===== src/design/qTablePkg.sv =====
package qTablePkg;

    // field width shared by packet inputs and table words
    localparam int WordWidth = 16;

    typedef logic [WordWidth-1:0] wordT; // one packet or table field

    // one neighbor table entry, 80 bits
    typedef struct packed {
        wordT sourceId;   // neighbor node ID, the search key
        wordT hops;       // hop count, kept on update
        wordT clusterId;  // cluster the neighbor sits in
        wordT energy;     // remaining energy
        wordT qValue;     // route value
    } neighborRecordT;

    // search stage states
    typedef enum logic [1:0] {
        SearchIdle,     // waiting for en
        SearchRead,     // present scan index or stop at count
        SearchCompare,  // stored source ID against packet
        SearchWait      // result handed on, hold until done
    } searchStateT;

    // cluster-head stage states
    typedef enum logic [2:0] {
        ChIdle,     // waiting for chStart
        ChRead,     // present list index or stop at count
        ChCompare,  // stored ID against advertised ID
        ChAppend,   // write new ID at count
        ChDone      // one-cycle done
    } chStateT;

endpackage

===== src/design/neighborStageIf.sv =====
interface neighborStageIf import qTablePkg::*; #(
    parameter int TableDepth = 16
);

    localparam int IndexWidth = $clog2(TableDepth);

    logic                  valid;    // one-cycle strobe per packet
    logic                  found;    // source ID already stored
    logic [IndexWidth-1:0] index;    // match slot, or count for a new entry
    neighborRecordT        record;   // entry to write, hops already merged
    wordT                  knownCh;  // advertised cluster head

    // search stage drives the result
    modport source (
        output valid,
        output found,
        output index,
        output record,
        output knownCh
    );

    // write stage takes it, no back-pressure
    modport sink (
        input valid,
        input found,
        input index,
        input record,
        input knownCh
    );

endinterface


===== src/design/qTableUpdate.sv =====
module qTableUpdate import qTablePkg::*; #(
    parameter  int TableDepth   = 16,
    parameter  int ChDepth      = 8,
    localparam int IndexWidth   = $clog2(TableDepth),
    localparam int CountWidth   = $clog2(TableDepth + 1),
    localparam int ChIndexWidth = $clog2(ChDepth),
    localparam int ChCountWidth = $clog2(ChDepth + 1)
) (
    input  logic                    clk,
    input  logic                    nrst,
    input  logic                    en,          // packet strobe, ignored while busy
    input  wordT                    fSourceId,
    input  wordT                    fSourceHops,
    input  wordT                    fClusterId,
    input  wordT                    fEnergyLeft,
    input  wordT                    fQValue,
    input  wordT                    fKnownCh,
    input  logic [IndexWidth-1:0]   rdIndex,
    input  logic [ChIndexWidth-1:0] chRdIndex,
    output logic                    busy,
    output logic                    done,
    output logic [CountWidth-1:0]   neighborCount,
    output logic [ChCountWidth-1:0] knownChCount,
    output wordT                    rdSourceId,
    output wordT                    rdHops,
    output wordT                    rdClusterId,
    output wordT                    rdEnergy,
    output wordT                    rdQValue,
    output wordT                    chRdId
);

    logic [IndexWidth-1:0] searchIndex;
    neighborRecordT        searchRecord;
    neighborRecordT        rdRecord;
    logic                  wrEn;
    logic [IndexWidth-1:0] wrIndex;
    neighborRecordT        wrRecord;
    logic                  chStart;
    wordT                  chId;

    neighborStageIf #(.TableDepth(TableDepth)) stage0 ();  // search to write

    neighborSearch #(.TableDepth(TableDepth)) search0 (
        .clk(clk), .nrst(nrst), .en(en),
        .fSourceId(fSourceId), .fSourceHops(fSourceHops), .fClusterId(fClusterId),
        .fEnergyLeft(fEnergyLeft), .fQValue(fQValue), .fKnownCh(fKnownCh),
        .neighborCount(neighborCount), .searchRecord(searchRecord), .done(done),
        .busy(busy), .searchIndex(searchIndex), .stage(stage0.source)
    );

    neighborWrite #(.TableDepth(TableDepth)) write0 (
        .clk(clk), .nrst(nrst), .stage(stage0.sink),
        .wrEn(wrEn), .wrIndex(wrIndex), .wrRecord(wrRecord),
        .neighborCount(neighborCount), .chStart(chStart), .chId(chId)
    );

    neighborTable #(.TableDepth(TableDepth)) table0 (
        .clk(clk), .searchIndex(searchIndex), .rdIndex(rdIndex),
        .wrEn(wrEn), .wrIndex(wrIndex), .wrRecord(wrRecord),
        .searchRecord(searchRecord), .rdRecord(rdRecord)
    );

    clusterHeadUpdate #(.ChDepth(ChDepth)) ch0 (
        .clk(clk), .nrst(nrst), .chStart(chStart), .chId(chId),
        .chRdIndex(chRdIndex), .knownChCount(knownChCount),
        .chRdId(chRdId), .done(done)
    );

    // readback fields
    assign rdSourceId  = rdRecord.sourceId;
    assign rdHops      = rdRecord.hops;
    assign rdClusterId = rdRecord.clusterId;
    assign rdEnergy    = rdRecord.energy;
    assign rdQValue    = rdRecord.qValue;

endmodule


===== src/design/clusterHeadUpdate.sv =====
module clusterHeadUpdate import qTablePkg::*; #(
    parameter  int ChDepth      = 8,
    localparam int ChIndexWidth = $clog2(ChDepth),
    localparam int ChCountWidth = $clog2(ChDepth + 1)
) (
    input  logic                    clk,
    input  logic                    nrst,
    input  logic                    chStart,
    input  wordT                    chId,
    input  logic [ChIndexWidth-1:0] chRdIndex,  // external inspection port
    output logic [ChCountWidth-1:0] knownChCount,
    output wordT                    chRdId,
    output logic                    done
);

    wordT                    chList [ChDepth];  // known cluster heads
    wordT                    scanId;    // list word under compare
    wordT                    newId;     // advertised ID of this packet
    logic [ChCountWidth-1:0] scanIdx;
    chStateT                 state;
    logic                    listWrEn;
    logic                    hasRoom;

    assign hasRoom  = knownChCount < ChCountWidth'(ChDepth);
    assign listWrEn = (state == ChAppend);
    assign done     = (state == ChDone);  // one cycle, state leaves at once

    // list storage
    // entries beyond the count are never compared
    always_ff @(posedge clk) begin
        if (listWrEn) begin
            chList[knownChCount[ChIndexWidth-1:0]] <= newId;  // append at count
        end
    end

    // scan read, ready in ChCompare
    always_ff @(posedge clk) begin
        scanId <= chList[scanIdx[ChIndexWidth-1:0]];
    end

    // external read
    always_ff @(posedge clk) begin
        chRdId <= chList[chRdIndex];
    end

    // lookup then add
    always_ff @(posedge clk) begin
        if (!nrst) begin
            state        <= ChIdle;
            scanIdx      <= '0;
            knownChCount <= '0;
        end else begin
            case (state)
                ChIdle: begin
                    if (chStart) begin
                        newId   <= chId;
                        scanIdx <= '0;
                        state   <= ChRead;
                    end
                end
                ChRead: begin
                    if (scanIdx == knownChCount) begin
                        // end of list, ID is new
                        state <= hasRoom ? ChAppend : ChDone;
                    end else begin
                        state <= ChCompare;
                    end
                end
                ChCompare: begin
                    if (scanId == newId) begin
                        state <= ChDone;  // already known
                    end else begin
                        scanIdx <= scanIdx + 1'b1;
                        state   <= ChRead;
                    end
                end
                ChAppend: begin
                    knownChCount <= knownChCount + 1'b1;
                    state        <= ChDone;
                end
                ChDone:  state <= ChIdle;
                default: state <= ChIdle;
            endcase
        end
    end

endmodule


===== src/design/neighborWrite.sv =====
module neighborWrite import qTablePkg::*; #(
    parameter  int TableDepth = 16,
    localparam int IndexWidth = $clog2(TableDepth),
    localparam int CountWidth = $clog2(TableDepth + 1)
) (
    input  logic                  clk,
    input  logic                  nrst,
    neighborStageIf.sink          stage,
    output logic                  wrEn,
    output logic [IndexWidth-1:0] wrIndex,
    output neighborRecordT        wrRecord,
    output logic [CountWidth-1:0] neighborCount,
    output logic                  chStart,  // kicks off the cluster-head stage
    output wordT                  chId
);

    logic hasRoom;

    assign hasRoom = neighborCount < CountWidth'(TableDepth);

    // control, one cycle after valid
    always_ff @(posedge clk) begin
        if (!nrst) begin
            wrEn          <= 1'b0;
            chStart       <= 1'b0;
            neighborCount <= '0;
        end else begin
            wrEn    <= 1'b0;
            chStart <= 1'b0;
            if (stage.valid) begin
                chStart <= 1'b1;  // every packet goes on to the CH list
                if (stage.found) begin
                    wrEn <= 1'b1;  // overwrite in place
                end else if (hasRoom) begin
                    wrEn          <= 1'b1;  // append at index == count
                    neighborCount <= neighborCount + 1'b1;
                end
                // full and unknown, table untouched
            end
        end
    end

    // payload, captured alongside the control
    always_ff @(posedge clk) begin
        if (stage.valid) begin
            wrIndex  <= stage.index;
            wrRecord <= stage.record;
            chId     <= stage.knownCh;
        end
    end

endmodule


===== src/design/neighborSearch.sv =====
module neighborSearch import qTablePkg::*; #(
    parameter  int TableDepth = 16,
    localparam int IndexWidth = $clog2(TableDepth),
    localparam int CountWidth = $clog2(TableDepth + 1)
) (
    input  logic                  clk,
    input  logic                  nrst,
    input  logic                  en,
    input  wordT                  fSourceId,
    input  wordT                  fSourceHops,
    input  wordT                  fClusterId,
    input  wordT                  fEnergyLeft,
    input  wordT                  fQValue,
    input  wordT                  fKnownCh,
    input  logic [CountWidth-1:0] neighborCount,  // scan bound
    input  neighborRecordT        searchRecord,   // table data, one cycle after index
    input  logic                  done,
    output logic                  busy,
    output logic [IndexWidth-1:0] searchIndex,
    neighborStageIf.source        stage
);

    searchStateT           state;
    neighborRecordT        pkt;      // captured packet fields
    neighborRecordT        merged;   // packet with the stored hop count
    logic [CountWidth-1:0] scanIdx;  // wide enough to reach the count
    logic                  accept;

    // busy falls in the done cycle, so a new en may land there
    assign busy        = (state != SearchIdle) && !done;
    assign accept      = en && !busy;
    assign searchIndex = scanIdx[IndexWidth-1:0];

    // update keeps hops, takes the rest from the packet
    always_comb begin
        merged      = pkt;
        merged.hops = searchRecord.hops;
    end

    always_ff @(posedge clk) begin
        if (!nrst) begin
            state       <= SearchIdle;
            scanIdx     <= '0;
            stage.valid <= 1'b0;
        end else begin
            stage.valid <= 1'b0;  // strobe
            if (accept) begin
                pkt.sourceId  <= fSourceId;
                pkt.hops      <= fSourceHops;
                pkt.clusterId <= fClusterId;
                pkt.energy    <= fEnergyLeft;
                pkt.qValue    <= fQValue;
                stage.knownCh <= fKnownCh;  // held until the next packet
                scanIdx       <= '0;
                state         <= SearchRead;
            end else begin
                case (state)
                    SearchRead: begin
                        if (scanIdx == neighborCount) begin  // not in table
                            stage.valid  <= 1'b1;
                            stage.found  <= 1'b0;
                            stage.index  <= scanIdx[IndexWidth-1:0];
                            stage.record <= pkt;
                            state        <= SearchWait;
                        end else begin
                            state <= SearchCompare;  // read in flight
                        end
                    end
                    SearchCompare: begin
                        if (searchRecord.sourceId == pkt.sourceId) begin
                            stage.valid  <= 1'b1;
                            stage.found  <= 1'b1;
                            stage.index  <= scanIdx[IndexWidth-1:0];
                            stage.record <= merged;
                            state        <= SearchWait;
                        end else begin
                            scanIdx <= scanIdx + 1'b1;  // next entry
                            state   <= SearchRead;
                        end
                    end
                    SearchWait: begin
                        if (done) begin
                            state <= SearchIdle;
                        end
                    end
                    default: state <= SearchIdle;
                endcase
            end
        end
    end

endmodule


===== src/design/neighborTable.sv =====
module neighborTable import qTablePkg::*; #(
    parameter  int TableDepth = 16,
    localparam int IndexWidth = $clog2(TableDepth)
) (
    input  logic                  clk,
    input  logic [IndexWidth-1:0] searchIndex,  // scan port from search stage
    input  logic [IndexWidth-1:0] rdIndex,      // external inspection port
    input  logic                  wrEn,
    input  logic [IndexWidth-1:0] wrIndex,
    input  neighborRecordT        wrRecord,
    output neighborRecordT        searchRecord,
    output neighborRecordT        rdRecord
);

    // record storage
    // slots at or above neighborCount hold stale data and are never matched
    neighborRecordT mem [TableDepth];

    // single write port, add or update
    always_ff @(posedge clk) begin
        if (wrEn) begin
            mem[wrIndex] <= wrRecord;
        end
    end

    // scan read, data one cycle after index
    always_ff @(posedge clk) begin
        searchRecord <= mem[searchIndex];
    end

    // external read, same one-cycle latency
    always_ff @(posedge clk) begin
        rdRecord <= mem[rdIndex];
    end

    // read and write never collide on the scan port
    // since the write lands only after the scan has ended

endmodule


===== config.mk =====
export PLATFORM = sky130hd
export DESIGN_NAME = qTableUpdate
export DESIGN_NICKNAME = d
export VERILOG_FILES = /design/src/design/qTablePkg.sv /design/src/design/neighborStageIf.sv /design/src/design/qTableUpdate.sv /design/src/design/clusterHeadUpdate.sv /design/src/design/neighborWrite.sv /design/src/design/neighborSearch.sv /design/src/design/neighborTable.sv
export SDC_FILE = /design/constraint.sdc
export NUM_CORES = 2
export LEC_CHECK = 0
export ABC_AREA = 1
export BUFFER_PORTS_ARGS = -buffer_cell sky130_fd_sc_hd__buf_2
export CELL_PAD_IN_SITES_DETAIL_PLACEMENT = 1
export CELL_PAD_IN_SITES_GLOBAL_PLACEMENT = 1
export CORE_MARGIN = 10
export CORE_UTILIZATION = 25
export DETAILED_ROUTE_END_ITERATION = 6
export HOLD_SLACK_MARGIN = 0.06
export PLACE_DENSITY = 0.47
export SETUP_SLACK_MARGIN = 0.1
export SYNTH_ARGS = -nofsm -noshare
export SYNTH_HDL_FRONTEND = slang
export SYNTH_SLANG_ARGS = --single-unit

===== constraint.sdc =====
create_clock -name clk -period 9 [get_ports clk]
set_clock_uncertainty 0.1 [all_clocks]
set_input_delay 0 -clock clk [delete_from_list [all_inputs] [get_ports clk]]
set_output_delay 0 -clock clk [all_outputs]
set_load 0.02 [all_outputs]

-- After elaboration in Yosys (flattened, before gate mapping)
Memories as Yosys holds them, arrays and structs flattened. A register that Yosys moved wholly into a read port is not among the register bits.
Index checks and enable logic that the tools add are counted.
Widths: inputs -> output; s select.
- memories kept: 2
- input port bits: 106
- memory bits (writable): 1408
- output and inout port bits: 107
- register bits after elaboration: 323
- word-level logic and storage cells: 108
- reductions and logical operators: 16
- bitwise logic cells: 4
- multiplexer cells: 32
- $add $sub $neg: 4
- equal/unequal tests: 17
- order comparisons: 2
- memory list (memory ; words ; bits a word ; rd ports ; clocked after Yosys merged registers in ; write ports ; line ; text):
    table0.mem ; 16 ; 80 ; 2 ; 2 ; 1 ; neighborTable.sv:17 ; neighborRecordT mem [TableDepth];
    ch0.chList ; 8 ; 16 ; 2 ; 2 ; 1 ; clusterHeadUpdate.sv:16 ; wordT chList [ChDepth];
- operators with widths (kind ; count):
    $mux 80 ; 2
    $pmux 80 s2 ; 1
    $eq 16x16->1 ; 2
    $mux 4 ; 4
    $pmux 4 s2 ; 2
    $mux 1 ; 13
    $mux 3 ; 4
    $pmux 3 s4 ; 1
    $add 5x1->5 const B ; 2
    $reduce_and 3->1 ; 3
    $add 4x1->4 const B ; 2
    $eq 3x2->1 const B ; 2
    $ne 2x1->1 const B ; 3
    $pmux 2 s3 ; 1
    $reduce_and 2->1 ; 3
    $reduce_bool 2->1 ; 3
    $eq 5x5->1 ; 1
    $lt 5x5->1 const B ; 1
    $reduce_and 5->1 ; 1
    $eq 2x2->1 const B ; 2
    $eq 4x4->1 ; 1
    $lt 4x4->1 const B ; 1
    $mux 2 ; 2
    $ne 2x2->1 const B ; 2
    10 further kinds ; 16

-- Longest topological paths before layout
- depth in word-level cells: 7
- mapped depth: 11
- mapped depth without buffers: 11

-- By module
From an unflattened synthesis, not the netlist that was laid out.
- cells, all modules: 9591
- area, all modules: 88562.4 sq um
- by module, submodules not included (module ; instances ; cells an instance ; area each (sq um) ; sequential area each (sq um)):
    neighborTable ; 1 ; 8243 ; 70590.2 ; 41639.9
    clusterHeadUpdate ; 1 ; 809 ; 8136.6 ; 5185.0
    neighborSearch ; 1 ; 397 ; 6526.3 ; 5595.4
    neighborWrite ; 1 ; 142 ; 3309.4 ; 3143.0

-- Least setup slack after synthesis
Ideal clock, no wire load.
- kind: register to register
- start point: register write0.wrIndex[1]
- end point: memory table0.mem[9][0] (netlist bit) (enable)
- buffers on the path: 0
- arrival: 6.030 ns
- clock period less this slack: 6.747 ns
- setup slack: 2.253 ns
- required time: 8.283 ns
- library setup time: 0.617 ns
- stages on the path, launching flop included: 4
- cells stage by stage: edfxtp_1 -> inv_1 -> nand2_1 -> nor3_1
- RTL lines (element ; line ; text):
    start: declaration ; neighborWrite.sv:10 ; output logic [IndexWidth-1:0] wrIndex,
    start signal: assignment ; neighborWrite.sv:46 ; wrIndex <= stage.index;
    end: declaration ; neighborTable.sv:17 ;
Straight into the memory's write port.

-- Worst setup path in the final report
- start point: register search0.scanIdx[0]
- end point: register search0.stage.record[37] (netlist name)
- word-level cells in the longest chain between the ends: 3
- ends and longest elaborated chain (element ; line ; text):
    start: declaration ; neighborSearch.sv:26 ; logic [CountWidth-1:0] scanIdx;
    start signal: assignment ; neighborSearch.sv:77 ; scanIdx <= scanIdx + 1'b1;
    $eq 5x5->1 ; neighborSearch.sv:59 ; if (scanIdx == neighborCount) begin
    $ne 2x1->1 (no source line) ; -- ;
    $reduce_and 5->1 (no source line) ; -- ;
Every way passes these cells.
A chain may end at the register's enable or synchronous reset.

==> run_results.csv <==
group,metric,value,unit
status,status,"completed",
place,port_buffers,212,
setup_path,arrival,4.09,ns
timing,fmax,0.272,GHz
cells_and_area,layout-drive-gt1-share,10.7,%
clock_tree,htreeDepth,4,
setup_path,critPathTopFamily,"buffers and inverters",
cells_and_area,area_delta_synth_final,19.4,%
clock_tree,insertion_delay,0.91,ns
floorplan,die_w,568,µm
floorplan,fp.dieH,568,µm
cells_and_area,seq_area,54600,µm²
global_route,grt_pass1_vias,50042,
clock_tree,clockBufferDepth,4,
detailed_routing,wirelength,247000,µm
setup_path,start_kind,"flip-flop",
detailed_routing,drtAntennaViolNets,0,
detailed_routing,num_vias,48142,
floorplan,core,300000,µm²
yosys,syn_area,75100,µm²
cells_and_area,final_cell_mix,"edfxtp_1 (1705), o21ai_0 (709), a21oi_1 (576), inv_1 (504), nand2_1 (450)",
yosys,synth_top_family_by_area,"compound AO/OA/AOI/OAI gates",
yosys,syn_inst,5809,
setup_path,crit_slowest_cell,"buf_4",
min_path,min_to,"ch0.knownChCount[0]$_SDFFE_PN0P_",
setup_path,r2r_slack,5.32,ns
setup_path,max_stage_delay,0.76,ns
detailed_routing,remaining_drc_errors,0,
global_route,track_usage,14.7,%
yosys,synth_compound_area_share,13.6,%
global_route,grt_pass1_wl,357000,µm
yosys,ys_seq_area_share,72.7,%
clock_tree,cts_made_buffers,221,
setup_path,critPathKind,"flip-flop to flip-flop",
timing,finalWorstPathRequiredPeriod,3.68,ns
setup_path,rr_endpoint,"search0.stage.record[37]$_DFFE_PP_",
detailed_routing,first_pass_iters,5,
yosys,yosysWarnings,0,
yosys,synth_fa_ha_area_share,0.133,%
timing,hold-worst-slack,0.110,ns
detailed_routing,post_drt_via_cell_ratio,4.67,
global_route,grt_max_degree,195,
global_route,antenna_found_initial,13,
yosys,synth-xor-area-share,0.338,%
setup_path,r2r_cells,8,
setup_path,path_cells,"clkinv_2, nor2_1, nor3_1, nand3_1, o21ai_1, nand3_1, nor2_4, buf_4",
timing,tightest_slew,1.12,ns
yosys,yosysTopAreaCellShare,68.1,%
timing,hold_violations,0,
place,gp_congestion,0.718,
timing,slew_headroom,25.4,%
power,power_leakage,30.9,nW
timing,drv_slew,0,
detailed_routing,post_drt_wl_per_cell,24.0,µm
timing,post-route-period-util,40.9,%
place,dp_hpwl,127000,µm
yosys,synthMuxAreaShare,3.22,%
setup_path,timing.rr.start,"search0.scanIdx[0]$_SDFFE_PP0P_",
floorplan,die-area,323000,µm²
yosys,synth_area_leaders,"edfxtp_1 (68%), o21ai_0 (4.7%), dfxtp_1 (4.5%), a21oi_1 (3.8%), o211ai_1 (3.7%)",
power,peakVddDrop,151,µV
clock_tree,cts_tree,"built",
global_route,grt_overflow,0,
setup_path,cp_num_buf_inv,2,
setup_path,critPathMaxFanout,67,
clock_tree,cts.sinks,1875,
clock_tree,cts_root_buf,"clkbuf_16",
setup_path,worstPathRequired,9.41,ns
yosys,ys_ff_latch,1875,
timing,finalSetupTns,0,ns
yosys,ys_types,32,
yosys,syn-num-nets,5923,
cells_and_area,fillers,32099,
floorplan,ios,213,
detailed_routing,drt_iter0_drc,3255,
min_path,hold_path_startpoint,"nrst",
min_path,whs_path_depth,4,
yosys,synth_area_per_cell,12.9,µm²
power,power.density,217,nW/µm²
min_path,hold_path_class,"input port to flip-flop",
yosys,yosysTopAreaCell,"edfxtp_1",
run,maxCapViolCount,0,
cells_and_area,final_common_cell,"edfxtp_1",
setup_path,critPathMostFrequentCell,"nand3_1",
floorplan,row_count,201,
floorplan,initial_utilization,25.1,%
timing,rsz0062_at_grt,"false",
clock_tree,post_cts_resized,0,
timing,setup_viol,0,
cells_and_area,multiInputGateArea,16900,µm²
setup_path,crit_path_end_kind,"flip-flop",
yosys,yosys.area_share.simple,5.01,%
clock_tree,clkTransAtPathRegs,0.06,ns
cells_and_area,nets,6277,
==> timing repair <==
action | CTS | global route
setup endpoints to repair | 0 | 0
hold buffers | 209 | 0
hold endpoints to repair | 315 | 0
setup buffers | 0 | 0
==> worst reg2reg max path: cells and delay by family, from the launching register on <==
family	cells	cell delay [ns]
compound gates	1	0.19
buf+inv	2	1.47
flops	1	0.55
simple gates	5	0.93
==> final cells by class <==
cell class	count	share of cell area, %
Antenna cell	6	0.0167
Tap cell	3958	5.52
Clock inverter	93	1.11
Inverter	517	2.18
Clock buffer	311	6.96
Sequential cell	1875	60.9
Multi-Input combinational cell	3027	18.8
Timing Repair Buffer	521	4.49
==> Yosys cell counts, drive strengths merged <==
cell	count
dfxtp	170
ha	8
or3	2
nand3	244
nor2	197
o22ai	4
xnor2	10
or2	1
o221ai	19
nand2	450
nor4	1
o21ai	837
clkinv	5
a31oi	32
nor3	11
edfxtp	1705
xor2	19
clkbuf	197
a21oi	576
nand4	4
buf	193
inv	512
o211ai	370
mux2i	242
==> worst max-delay path by stage <==
stage	startpoint	slack, ns	to	cells after the start
2_1_floorplan	write0.wrIndex[1]$_DFFE_PP_	2.25	table0.mem[9][0]$_DFFE_PP_	3
3_3_place_gp	search0.scanIdx[0]$_SDFFE_PP0P_	5.20	search0.stage.record[37]$_DFFE_PP_	8
3_5_place_dp	search0.scanIdx[0]$_SDFFE_PP0P_	5.18	search0.stage.record[39]$_DFFE_PP_	8
4_1_cts	search0.scanIdx[0]$_SDFFE_PP0P_	5.21	search0.stage.index[1]$_DFFE_PP_	8
5_1_grt	search0.scanIdx[0]$_SDFFE_PP0P_	5.00	search0.stage.index[1]$_DFFE_PP_	8
6_report	search0.scanIdx[0]$_SDFFE_PP0P_	5.32	search0.stage.record[37]$_DFFE_PP_	8
==> registers in the layout, indices dropped and copies added, names as in the netlist, 32 cells and up <==
name                  count
write0.wrRecord          80
search0.stage.record     80
table0.rdRecord          80
ch0.chList              128
table0.searchRecord      32
table0.mem             1280
search0.merged           64
==> metrics by stage <==
step | util [%] | cell area (µm²) | setup WS, ns | std cells | total power [mW]
2_1_floorplan | - | 75100 | 2.25 | 5809 | 10.2
3_3_place_gp | 26.8 | 80400 | 5.20 | 9689 | 10.6
3_5_place_dp | 26.8 | 80400 | 5.18 | 9689 | 10.6
4_1_cts | 29.9 | 89700 | 5.21 | 10302 | 19.7
5_1_grt | 29.9 | 89700 | 5.00 | 10305 | 20.2
6_report | 30.0 | 89700 | 5.32 | 10308 | 19.4
==> routing by layer <==
layer	part of all wire, %	wire (µm)	track usage (%)	up-vias
li1	-	-	-	22055
met1	46	113000	19.7	24828
met2	48	118000	24.8	879
met3	3.6	8950	2.01	374
met4	2.7	6680	4.23	6
met5	0.016	40	0	-
==> power breakdown <==
part	leakage [nW]	internal, mW	switching [mW]
clock network	3.54	5.33	3.67
registers	16.8	9.49	0.0635
logic	10.5	0.289	0.584
total	30.9	15.1	4.31
==> kinds of logic after synthesis <==
| logic type | count (synthesis) |
|---|---|
| flip-flops | 1875 |
| AO/OA/AOI/OAI | 1838 |
| adder cells (fa/ha/maj) | 8 |
| AND/OR/NAND/NOR | 910 |
| XOR/XNOR | 29 |
| multiplexers | 242 |
| buffers and inverters | 907 |
Note: power is estimated with default switching activity, not from simulation.
